File: src/design/cpu_reg_pkg.sv
`default_nettype none

//////////////////////////////////////////////////
// CPU side register map
//////////////////////////////////////////////////

package cpu_reg_pkg;

	// register addresses on cpu_addr
	localparam logic [2:0] REG_PRIO_A = 3'd1;
	localparam logic [2:0] REG_PRIO_B = 3'd5;

	// both layers start at the lowest priority
	localparam logic [2:0] PRIO_A_RESET = 3'd0;
	localparam logic [2:0] PRIO_B_RESET = 3'd0;

	// write port handshake states
	localparam logic ST_IDLE = 1'b0;
	localparam logic ST_ACK = 1'b1;

	//////////////////////////////////////////////////
	// shared 8-bit bus
	//////////////////////////////////////////////////

	// same byte seen as tile attribute during fetch
	// or as a priority command during a CPU write
	typedef union packed {
		logic [7:0] attr;
		struct packed {
			// upper nibble unused by the priority latch
			logic [3:0] spare;
			// priority rides on bits 3..1
			logic [2:0] prio;
			logic       ignored;
		} prio_cmd;
	} mdi_word_u;

endpackage

`default_nettype wire

File: src/design/tile_pkg.sv
`default_nettype none

//////////////////////////////////////////////////
// tile pixel and bitplane geometry
//////////////////////////////////////////////////

package tile_pkg;

	// one pixel code is three bitplanes deep
	localparam int PIX_W = 3;

	// pixels held in one plane slice
	localparam int PLANE_W = 4;

	// graphics ROM word carries all three planes
	localparam int GDI_W = 12;

	// layer and cascade priority width
	localparam int PRIO_W = 3;

	// color attribute byte from the tile RAM
	localparam int ATTR_W = 8;

	//////////////////////////////////////////////////
	// pixel encoding
	//////////////////////////////////////////////////

	// all planes set means see-through
	localparam logic [PIX_W-1:0] PIX_TRANSPARENT = 3'd7;

	//////////////////////////////////////////////////
	// plane positions in the graphics word
	//////////////////////////////////////////////////

	// plane 0 is the pixel lsb
	localparam int PLANE0_LSB = 0;
	localparam int PLANE1_LSB = 4;
	// plane 2 is the pixel msb
	localparam int PLANE2_LSB = 8;

endpackage

`default_nettype wire

File: src/design/layer_mixer.sv
`timescale 1ns/1ns
`default_nettype none

module layer_mixer
	import tile_pkg::*;
(
	input  wire              CLK_6M,
	input  wire              rst,
	input  wire [PRIO_W-1:0] pr_a,
	input  wire [PRIO_W-1:0] pr_b,
	input  wire [ATTR_W-1:0] color_a,
	input  wire [PIX_W-1:0]  pixel_a,
	input  wire [ATTR_W-1:0] color_b,
	input  wire [PIX_W-1:0]  pixel_b,
	input  wire [PRIO_W-1:0] pri,
	input  wire [ATTR_W-1:0] cli,
	input  wire [PIX_W-1:0]  dti,
	output logic [PRIO_W-1:0] pro,
	output logic [ATTR_W-1:0] clo,
	output logic [PIX_W-1:0]  dto
);

	//////////////////////////////////////////////////
	// candidate qualification
	//////////////////////////////////////////////////

	logic a_win;
	logic b_win;
	logic sel_b;

	// opaque and strictly above the upstream chip
	assign a_win = (pixel_a != PIX_TRANSPARENT) && (pr_a > pri);
	assign b_win = (pixel_b != PIX_TRANSPARENT) && (pr_b > pri);

	// A keeps equal priority
	assign sel_b = b_win && (!a_win || (pr_b > pr_a));

	//////////////////////////////////////////////////
	// winner select
	//////////////////////////////////////////////////

	logic [PRIO_W-1:0] pr_w;
	logic [ATTR_W-1:0] cl_w;
	logic [PIX_W-1:0]  dt_w;

	always_comb begin
		// cascade passes unless a layer beats it
		pr_w = pri;
		cl_w = cli;
		dt_w = dti;
		if (sel_b) begin
			pr_w = pr_b;
			cl_w = color_b;
			dt_w = pixel_b;
		end else if (a_win) begin
			pr_w = pr_a;
			cl_w = color_a;
			dt_w = pixel_a;
		end
	end

	// one pipeline stage to the downstream chip
	always_ff @(posedge CLK_6M) begin
		if (rst) begin
			pro <= '0;
			clo <= '0;
			dto <= '0;
		end else begin
			pro <= pr_w;
			clo <= cl_w;
			dto <= dt_w;
		end
	end

endmodule

`default_nettype wire

File: src/design/layer_shifter.sv
`timescale 1ns/1ns
`default_nettype none

module layer_shifter
	import tile_pkg::*;
(
	input  wire              CLK_6M,
	input  wire              rst,
	input  wire              load,
	input  wire              flip,
	input  wire [ATTR_W-1:0] attr_in,
	input  wire [GDI_W-1:0]  planes_in,
	output logic [ATTR_W-1:0] color,
	output logic [PIX_W-1:0]  pixel
);

	//////////////////////////////////////////////////
	// plane shift registers
	//////////////////////////////////////////////////

	logic [ATTR_W-1:0]  attr_q;
	logic [PLANE_W-1:0] p0;
	logic [PLANE_W-1:0] p1;
	logic [PLANE_W-1:0] p2;

	always_ff @(posedge CLK_6M) begin
		if (rst) begin
			// all ones reads as transparent
			attr_q <= '0;
			p0     <= '1;
			p1     <= '1;
			p2     <= '1;
		end else if (load) begin
			attr_q <= attr_in;
			p0     <= planes_in[PLANE0_LSB +: PLANE_W];
			p1     <= planes_in[PLANE1_LSB +: PLANE_W];
			p2     <= planes_in[PLANE2_LSB +: PLANE_W];
		end else if (flip) begin
			// mirrored screen, drain from bit 0
			p0 <= {1'b1, p0[PLANE_W-1:1]};
			p1 <= {1'b1, p1[PLANE_W-1:1]};
			p2 <= {1'b1, p2[PLANE_W-1:1]};
		end else begin
			// fill with ones so a drained layer goes transparent
			p0 <= {p0[PLANE_W-2:0], 1'b1};
			p1 <= {p1[PLANE_W-2:0], 1'b1};
			p2 <= {p2[PLANE_W-2:0], 1'b1};
		end
	end

	//////////////////////////////////////////////////
	// pixel assembly
	//////////////////////////////////////////////////

	// output end of the shifters
	logic [$clog2(PLANE_W)-1:0] tap;

	assign tap   = flip ? '0 : '1;
	assign pixel = {p2[tap], p1[tap], p0[tap]};
	assign color = attr_q;

endmodule

`default_nettype wire

File: src/design/prio_reg_port.sv
`timescale 1ns/1ns
`default_nettype none

module prio_reg_port
	import tile_pkg::*;
	import cpu_reg_pkg::*;
(
	input  wire              CLK_6M,
	input  wire              rst,
	input  wire              cpu_req,
	input  wire [2:0]        cpu_addr,
	input  wire mdi_word_u   mdi,
	output logic             cpu_ack,
	output logic [PRIO_W-1:0] pr_a,
	output logic [PRIO_W-1:0] pr_b
);

	//////////////////////////////////////////////////
	// address decode
	//////////////////////////////////////////////////

	logic hit_a;
	logic hit_b;

	assign hit_a = (cpu_addr == REG_PRIO_A);
	assign hit_b = (cpu_addr == REG_PRIO_B);

	//////////////////////////////////////////////////
	// four-phase handshake FSM
	//////////////////////////////////////////////////

	// idle waits for req, ack waits for req to drop
	logic state;

	always_ff @(posedge CLK_6M) begin
		if (rst) begin
			state <= ST_IDLE;
			pr_a  <= PRIO_A_RESET;
			pr_b  <= PRIO_B_RESET;
		end else begin
			case (state)
				ST_IDLE: begin
					// write happens on the same edge that raises ack
					if (cpu_req) begin
						if (hit_a) begin
							pr_a <= mdi.prio_cmd.prio;
						end
						if (hit_b) begin
							pr_b <= mdi.prio_cmd.prio;
						end
						// unmatched address still gets acked
						state <= ST_ACK;
					end
				end
				ST_ACK: begin
					// req still high means same request, no second write
					if (!cpu_req) begin
						state <= ST_IDLE;
					end
				end
				default: begin
					state <= ST_IDLE;
				end
			endcase
		end
	end

	// ack is the state bit itself
	assign cpu_ack = (state == ST_ACK);

endmodule

`default_nettype wire

File: src/design/tile_fetch_latch.sv
`timescale 1ns/1ns
`default_nettype none

module tile_fetch_latch
	import tile_pkg::*;
	import cpu_reg_pkg::*;
(
	input  wire              CLK_6M,
	input  wire              rst,
	input  wire              clk_2h,
	input  wire mdi_word_u   mdi,
	input  wire [GDI_W-1:0]  gdi,
	output logic [ATTR_W-1:0] attr_a,
	output logic [ATTR_W-1:0] attr_b,
	output logic [GDI_W-1:0]  planes_a,
	output logic [GDI_W-1:0]  planes_b
);

	//////////////////////////////////////////////////
	// 2H phase edge detect
	//////////////////////////////////////////////////

	// 2H sampled as data, one 6M cycle behind
	logic clk_2h_d;
	logic fall_2h;
	logic rise_2h;

	always_ff @(posedge CLK_6M) begin
		if (rst) begin
			clk_2h_d <= 1'b0;
		end else begin
			clk_2h_d <= clk_2h;
		end
	end

	// high then low
	assign fall_2h = clk_2h_d & ~clk_2h;
	// low then high
	assign rise_2h = ~clk_2h_d & clk_2h;

	//////////////////////////////////////////////////
	// crossed fetch slots
	//////////////////////////////////////////////////

	// the attribute and the graphics word of a layer
	// arrive in opposite half-lines of 2H
	always_ff @(posedge CLK_6M) begin
		// falling half-line
		if (fall_2h) begin
			attr_a   <= mdi.attr;
			planes_b <= gdi;
		end
		// rising half-line
		if (rise_2h) begin
			attr_b   <= mdi.attr;
			planes_a <= gdi;
		end
	end

endmodule

`default_nettype wire

File: src/design/tilemap_pair.sv
`timescale 1ns/1ns
`default_nettype none

module tilemap_pair
	import tile_pkg::*;
	import cpu_reg_pkg::*;
(
	input  wire              CLK_6M,
	input  wire              rst,
	input  wire mdi_word_u   mdi,
	input  wire [GDI_W-1:0]  gdi,
	input  wire              clk_2h,
	input  wire              ha2,
	input  wire              hb2,
	input  wire              flip,
	input  wire [PRIO_W-1:0] pri,
	input  wire [ATTR_W-1:0] cli,
	input  wire [PIX_W-1:0]  dti,
	input  wire              cpu_req,
	input  wire [2:0]        cpu_addr,
	output logic             cpu_ack,
	output logic [PRIO_W-1:0] pro,
	output logic [ATTR_W-1:0] clo,
	output logic [PIX_W-1:0]  dto
);

	// fetch latch to shifters
	logic [ATTR_W-1:0] attr_a;
	logic [ATTR_W-1:0] attr_b;
	logic [GDI_W-1:0]  planes_a;
	logic [GDI_W-1:0]  planes_b;

	// priority registers
	logic [PRIO_W-1:0] pr_a;
	logic [PRIO_W-1:0] pr_b;

	// shifter pixels into the mixer
	logic [ATTR_W-1:0] color_a;
	logic [PIX_W-1:0]  pixel_a;
	logic [ATTR_W-1:0] color_b;
	logic [PIX_W-1:0]  pixel_b;

	//////////////////////////////////////////////////
	// input side
	//////////////////////////////////////////////////

	tile_fetch_latch u_fetch (
		.CLK_6M   (CLK_6M),
		.rst      (rst),
		.clk_2h   (clk_2h),
		.mdi      (mdi),
		.gdi      (gdi),
		.attr_a   (attr_a),
		.attr_b   (attr_b),
		.planes_a (planes_a),
		.planes_b (planes_b)
	);

	prio_reg_port u_prio (
		.CLK_6M   (CLK_6M),
		.rst      (rst),
		.cpu_req  (cpu_req),
		.cpu_addr (cpu_addr),
		.mdi      (mdi),
		.cpu_ack  (cpu_ack),
		.pr_a     (pr_a),
		.pr_b     (pr_b)
	);

	//////////////////////////////////////////////////
	// per-layer shifters
	//////////////////////////////////////////////////

	layer_shifter shift_a (
		.CLK_6M    (CLK_6M),
		.rst       (rst),
		.load      (ha2),
		.flip      (flip),
		.attr_in   (attr_a),
		.planes_in (planes_a),
		.color     (color_a),
		.pixel     (pixel_a)
	);

	layer_shifter shift_b (
		.CLK_6M    (CLK_6M),
		.rst       (rst),
		.load      (hb2),
		.flip      (flip),
		.attr_in   (attr_b),
		.planes_in (planes_b),
		.color     (color_b),
		.pixel     (pixel_b)
	);

	//////////////////////////////////////////////////
	// output side
	//////////////////////////////////////////////////

	layer_mixer u_mix (
		.CLK_6M  (CLK_6M),
		.rst     (rst),
		.pr_a    (pr_a),
		.pr_b    (pr_b),
		.color_a (color_a),
		.pixel_a (pixel_a),
		.color_b (color_b),
		.pixel_b (pixel_b),
		.pri     (pri),
		.cli     (cli),
		.dti     (dti),
		.pro     (pro),
		.clo     (clo),
		.dto     (dto)
	);

endmodule

`default_nettype wire

File: config.mk
export PLATFORM = sky130hd
export DESIGN_NAME = tilemap_pair
export DESIGN_NICKNAME = d
export VERILOG_FILES = /design/src/design/cpu_reg_pkg.sv /design/src/design/tile_pkg.sv /design/src/design/layer_mixer.sv /design/src/design/layer_shifter.sv /design/src/design/prio_reg_port.sv /design/src/design/tile_fetch_latch.sv /design/src/design/tilemap_pair.sv
export SDC_FILE = /design/constraint.sdc
export NUM_CORES = 1
export LEC_CHECK = 0
export ABC_AREA = 1
export BUFFER_PORTS_ARGS = -buffer_cell sky130_fd_sc_hd__buf_2
export CAP_MARGIN = 5
export CORE_UTILIZATION = 30
export DETAILED_ROUTE_END_ITERATION = 12
export GPL_TIMING_DRIVEN = 0
export PLACE_DENSITY = 0.56
export SLEW_MARGIN = 20
export SYNTH_ARGS = -nofsm -noshare
export SYNTH_HDL_FRONTEND = slang
export SYNTH_SLANG_ARGS = --single-unit
File: constraint.sdc
create_clock -name CLK_6M -period 3.94 [get_ports CLK_6M]
set_clock_uncertainty 0.2 [all_clocks]
set_input_delay 0.591 -clock CLK_6M [delete_from_list [all_inputs] [get_ports CLK_6M]]
set_output_delay 0.591 -clock CLK_6M [all_outputs]
set_load 0.005 [all_outputs]
==> results of run 1 <==
[power breakdown]
| group | total, mW | internal, mW | leakage (nW) | switching, mW |
|---|---|---|---|---|
| Sequential | 1.18 | 1.16 | 0.890 | 0.0228 |
| Clock | 0.837 | 0.440 | 0.136 | 0.397 |
| Combinational | 0.239 | 0.0913 | 1.05 | 0.147 |
| Total | 2.26 | 1.69 | 2.08 | 0.568 |
[per-stage QoR]
stage / utilization / setup WS [ns] / power, mW / cell area [sq um] / hold WS, ns
6_report: 0.3693 / 1.830 / 2.259 / 4891 / 0.2334
5_1_grt: 0.3693 / 1.673 / 2.351 / 4891 / 0.2315
4_1_cts: 0.3693 / 1.828 / 2.280 / 4891 / 0.2271
3_5_place_dp: 0.3480 / 1.478 / 1.446 / 4608 / 0.2451
3_3_place_gp: 0.3459 / 1.264 / 1.438 / 4581 / 0.2461
2_1_floorplan: - / 1.799 / 1.351 / 4070 / 0.2289
[cells in the final DEF, fill, tap and decap left out, types with 2 or more instances in the layout]
master and n:
clkinv_4 2, nand2_2 3, clkbuf_1 16, ha_1 9, nand2_1 69, inv_2 2, o31ai_1 8, o21ai_0 49
dfxtp_1 62, o21ai_2 2, buf_6 5, nor2_2 2, nand3b_1 6, edfxtp_1 40, nor2_1 64, nand3_1 23
buf_2 59, a21oi_1 42, clkbuf_16 9, inv_1 28, inv_6 2, nand3_2 2
[state kept, by name, indices dropped and copies added, names as in the netlist]
signal	cells
u_mix.clo	8
u_fetch.planes_a	12
shift_a.p2	4
u_fetch.clk_2h_d	1
u_mix.dto	3
shift_b.p2	4
u_fetch.attr_a	8
shift_a.color	8
u_prio.pr_b	3
shift_a.p0	4
shift_b.p0	4
shift_b.p1	4
shift_b.color	8
shift_a.p1	4
u_fetch.attr_b	8
u_mix.pro	3
u_prio.cpu_ack	1
u_fetch.planes_b	12
u_prio.pr_a	3
[final cells by class]
cell class | count | area, sq um
inverter | 31 | 116.4
clock inverter | 6 | 53.80
timing repair buffer | 60 | 312.8
clock buffer | 10 | 229.0
fill | 1386 | 8352
multi-input combinational | 282 | 1394
sequential | 102 | 2442
buffer | 21 | 122.6
tap | 176 | 220.2
[worst max-delay path, cell delays in order]
cell	delay, ns
buf_2	0.10
inv_1	0.06
ha_1	0.29
nand2_1	0.07
nor2_1	0.10
nor2_1	0.05
nor2_1	0.16
buf_4	0.23
nand2_8	0.10
buf_12	0.15
o21ai_0	0.15
nor2_1	0.05
nor2_1	0.08
[kinds of logic (layout without fill, tap and decap cells)]
logic type                 Yosys count  in the layout
AOI/OAI and AO/OA                  101            101
adders and majority gates            9              9
buffers and inverters               52            128
DFF                                102            102
and+or+nand+nor                    172            172
[worst paths after layout]
check	cells past startpoint	slack (ns)	from	end
setup / recovery	13	1.83	pri[2]	u_mix.clo[2]$_SDFF_PP0_
hold / removal	1	0.23	gdi[2]	u_fetch.planes_a[2]$_DFFE_PP_
setup reg to reg	11	1.91	u_prio.pr_a[1]$_SDFFE_PP0P_	u_mix.clo[2]$_SDFF_PP0_
hold reg to reg	2	0.26	u_fetch.planes_a[0]$_DFFE_PP_	shift_a.p0[0]$_SDFF_PP1_
[metal layers]
layer | share of wire | global-route usage
met5 | 0 | 0
met4 | 0.017 | 0.05380
met3 | 0.055 | 0.03234
met2 | 0.40 | 0.2022
met1 | 0.52 | 0.1971
[cells in the mapped netlist, drive strengths merged]
library cell	instances
nand2	73
nor2	67
dfxtp	62
o21ai	51
a21oi	42
edfxtp	40
inv	30
nand3	25
clkbuf	15
ha	9
o31ai	8
buf	6
nand3b	6
clkinv	1
or2	1
==> metrics, run 1 <==
Antenna Cells 0; via count 3073; Mapped Nets 489; initial antenna violation count 0; Post-route DRC 0; Synth Area in Compound Gates 0.1310; fmax 473.9 MHz; GPL Wtd Cong 0.8353; Max IR drop VDD 213.3 uV; final cell count without fillers 688; net count reported at finish 560; core area 0.01324 sq mm; Worst setup EP type flip-flop; power per standard cell area 461.8 mW/mm^2; die span in y 118.5 um; Vias per Instance 4.467; largest cells by area after synthesis dfxtp_1, edfxtp_1, nand2_1, nor2_1, o21ai_0; mux contribution to synthesized area 0; DIE AREA 0.01404 sq mm; worst skew pair latency 0.34 ns; grt ovf 0; Synth area leader dfxtp_1; status finished clean; Syn Area/Cell 9.335 sq um; largest family of logic cells by synthesized area simple AND/OR/NAND/NOR gates; first-pass GRT wire length 14.81 mm; Port Buffer Count 58; Setup TNS 0 ns; vias in the first global route 2883; YS warnings 0; placed cell count 672; # resized after CTS 0; Die W 118.5 um; drt initial violations 186; Max Fanout on Critical Path 10; Yosys reg bits 102; crit path kind in -> reg; max_cap viols 0; CTS Hold Bufs 0; hpwl dp 7.060 mm; post-synth top area share 0.3049; Synth Area in Simple Gates 0.1826; CP required 4.02 ns; Synth Area in XOR/XNOR 0; layout overhead on the synthesized area 20.17%; largest net degree at the start of global routing 19; Slew HR 0.5934; share of cells above drive strength 1 0.1855; antenna-violating nets left 0; Slew @ Worst Pin 0.6099 ns; Ports 59; Max Slew Vio Count 0; Worst Path Arrival 2.19 ns; Initial DRT Pass Iterations 4; Hold Crit Class in -> reg; Clk pin slew, worst setup/hold paths 0.07 ns; final hold vios 0; min Tclk post-route 2.110 ns; H-tree depth 3; Period Utilization, post-route 0.5356; total track usage 0.1384; Netlist Area Pre-Place 0.004070 sq mm; Clock Sink Count 102; CTS tree done; post-synth cell types 24; sequential area share after synthesis 0.6001; Core Rows 42; unrepaired setup endpoints after global routing false; Pleak 2.080 nW; Num CTS Buffers 9; Post CTS Setup Buffer Count 0; Final setup viols 0; final wirelength 9.264 mm; DR WL/cell 13.47 um; Worst Setup Start Kind input port; adder-cell area share of the yosys netlist 0.02767; Clock Tree Root clkbuf_16; clk buf depth 2; Synth Instances 436; Initial Util 0.3074
(Power assumes the default switching activity.)
==> run 2: changes to the inputs <==
Clock period 3.94 ns to 2 ns, I/O delays scaled along.
==> run 2 against run 1 <==
Effect of this change: the run now ends with negative setup slack left; largest power group unchanged; via count is 3.4% higher; count of clock-buffer cells in the layout unchanged; design area is 7.5% higher; global-route usage grew 0.094 points.
==> metrics, run 2 (same netlist as run 1, synthesis figures left out) <==
fin util 0.3971 (+0.02778); power per standard cell area 861.4 mW/mm^2 (+87%); Num CTS Buffers 9 (unchanged); Antenna Cells 0 (unchanged); max_cap viols 0 (unchanged); vias in the first global route 2952 (+2.4%); commonest non-fill, non-tap cells in the layout nand2_1, nor2_1, dfxtp_1, buf_2, o21ai_0; filler cell count 1366 (-1.4%); status finished, violations left; Setup crit start u_prio.pr_a[1]$_SDFFE_PP0P_; Slew HR 0.5562 (-0.03721); DR WL/cell 13.40 um (-0.49%); antenna-violating nets left 0 (unchanged); crit path kind reg -> reg; first-pass GRT wire length 14.96 mm (+0.98%); violated checks negative setup slack; DIE AREA 0.01404 sq mm (unchanged); highest-delay cell along the critical path dfxtp_2; CTS tree done; Die W 118.5 um (unchanged); Pleak 2.207 nW (+6.1%); Ports 59 (unchanged); via count 3176 (+3.4%); FF-to-FF End u_mix.pro[2]$_SDFF_PP0_; placed cell count 672 (unchanged); largest net degree at the start of global routing 19 (unchanged); Comb power frac 0.121 (+0.015); layout overhead on the synthesized area 29.20%; Initial Util 0.3074 (unchanged); WHS Path Cells 3 (+2); clk buf depth 2 (unchanged); setup slack, reg-to-reg -0.003 ns (-1.91 ns); final hold vios 0 (unchanged); RR Startpoint u_prio.pr_a[1]$_SDFFE_PP0P_; hpwl dp 7.060 mm (unchanged); final cell count without fillers 713 (+3.6%); drt initial violations 168 (-9.7%); Max Slew Vio Count 0 (unchanged); Hold Crit Class in -> reg; Clk pin slew, worst setup/hold paths 0.07 ns (about the same); Clock Sink Count 102 (unchanged); Hold Slack 0.01263 ns (-0.2207 ns); core area 0.01324 sq mm (unchanged); Vias per Instance 4.454 (-0.27%); Initial DRT Pass Iterations 4 (unchanged); Core Rows 42 (unchanged); share of power burned in registers 0.515 (-0.009); design area 0.005259 sq mm (+7.5%); unrepaired setup endpoints after global routing true; Worst Setup Start Kind flip-flop; worst skew pair latency 0.34 ns (about the same); crit path to u_mix.pro[2]$_SDFF_PP0_; min Tclk post-route 2.003 ns; Final setup viols 1 (+1); grt ovf 0 (unchanged); top flop regs u_fetch.planes_a: 12 flops, u_fetch.planes_b: 12 flops; Port Buffer Count 58 (unchanged); Worst Path Arrival 2.04 ns (-0.15 ns); Max IR drop VDD 420.3 uV (+97%); Period Utilization, post-route 1.002; CP most frequent cell nor2_1; CP max stage delay 0.35 ns (+0.06 ns); Worst setup EP type flip-flop; CP cell instances ha_4, nand2_2, nor2_2, nor2_1, nor2_2, buf_6, nand2_8, clkbuf_16, nand2_4, o21ai_2, nor2_1, nor2_1; Net Sw Power 1.144 mW (+100%); net count reported at finish 585 (+4.5%); Slew @ Worst Pin 0.6657 ns (+0.05582 ns); final wirelength 9.554 mm (+3.1%); setup ws final -0.003391 ns (-1.833 ns); Post-route DRC 0 (unchanged); switch share 0.2526 (+0.001336); initial antenna violation count 0 (unchanged); H-tree depth 3 (unchanged); Clock power frac 0.364 (-0.007); share of cells above drive strength 1 0.2197 (+0.03419); Internal Power 3.386 mW (+100%); placed cell areas 0.004608 sq mm (unchanged); worst r2r path cells 12 (+1); total track usage 0.1394 (+0.0009390); Max Fanout on Critical Path 8 (-2); GPL Wtd Cong 0.8353 (unchanged); fmax 499.2 MHz; CP required 2.04 ns (-1.98 ns); Clock Tree Root clkbuf_16; die span in y 118.5 um (unchanged)
run 2: cell types whose count changed in the layout (fill, tap and decap cells not counted), moves of 3 or more:
| cell | change |
|---|---|
| o21ai_0 | -4 |
| ha_1 | -3 |
| nand2_2 | +4 |
| ha_4 | +3 |
| dlygate4sd3_1 | +20 |
| nand2_1 | -7 |
| buf_4 | +3 |
| nand2_4 | +3 |
run 2: worst min-delay path by stage:
stage	startpoint	to	slack, ns
CTS	clk_2h	u_fetch.clk_2h_d$_SDFF_PP0_	0.008
detailed placement	u_fetch.planes_a[1]$_DFFE_PP_	shift_a.p0[1]$_SDFF_PP1_	0.25
global placement	u_fetch.planes_a[11]$_DFFE_PP_	shift_a.p2[3]$_SDFF_PP1_	0.25
floorplan	mdi[0]	u_fetch.attr_a[0]$_DFFE_PP_	0.20
global route	mdi[3]	u_fetch.attr_b[3]$_DFFE_PP_	0.02
finish	clk_2h	u_fetch.clk_2h_d$_SDFF_PP0_	0.01
run 2: area by class of cell:
| class | instances | area (sq um) | area share |
|---|---|---|---|
| multi-input cells | 282 | 1491 | 0.2836 |
| flip-flops and latches | 102 | 2445 | 0.4649 |
| inverters | 31 | 118.9 | 0.02260 |
| repair buffers | 85 | 571.8 | 0.1087 |
| plain buffers | 21 | 128.9 | 0.02451 |
| well taps | 176 | 220.2 | 0.04187 |
| clock buffers | 10 | 229.0 | 0.04354 |
| clock inverters | 6 | 53.80 | 0.01023 |
run 2: what timing repair did:
item	4_1_cts	5_1_grt
hold endpoints to repair	39	0
buffers inserted	0	4
setup endpoints to repair	8	14
cloned	0	1
hold buffers	20	0
resized for setup	2	31
pin swaps	0	14
run 2: layer usage:
metal	share of wire	track usage	vias to the layer above
met3	0.048	0.03041	12
li1	-	-	1658
met5	0	0	-
met4	0.016	0.05380	0
met1	0.52	0.1977	1426
met2	0.42	0.2063	80
run 2: per-stage QoR:
step                      setup slack (ns)  total power, mW  setup TNS [ns]
final                            -0.003391            4.530       -0.003391
after global routing              -0.08862            4.715         -0.7839
after CTS                          0.03211            4.523               0
after detailed placement           -0.1711            2.849          -1.607
after global placement             -0.3845            2.832          -15.66
after floorplan                     0.1503            2.662               0
run 2: worst max-delay path, delay by kind of cell (launching register included):
kind / cells / cell delay (ns)
buffers and inverters: 2 / 0.35
AO/OA/AOI/OAI: 1 / 0.04
adder cells (fa/ha/maj): 1 / 0.26
flip-flops: 1 / 0.35
AND/OR/NAND/NOR: 8 / 0.70
run 2: power groups by stage:
stage | Combinational, mW | Clock, mW | Sequential (mW)
2_1_floorplan | 0.294 | 0 | 2.37
3_3_place_gp | 0.455 | 0 | 2.38
3_5_place_dp | 0.472 | 0 | 2.38
4_1_cts | 0.506 | 1.69 | 2.33
5_1_grt | 0.620 | 1.75 | 2.34
6_report | 0.550 | 1.65 | 2.33
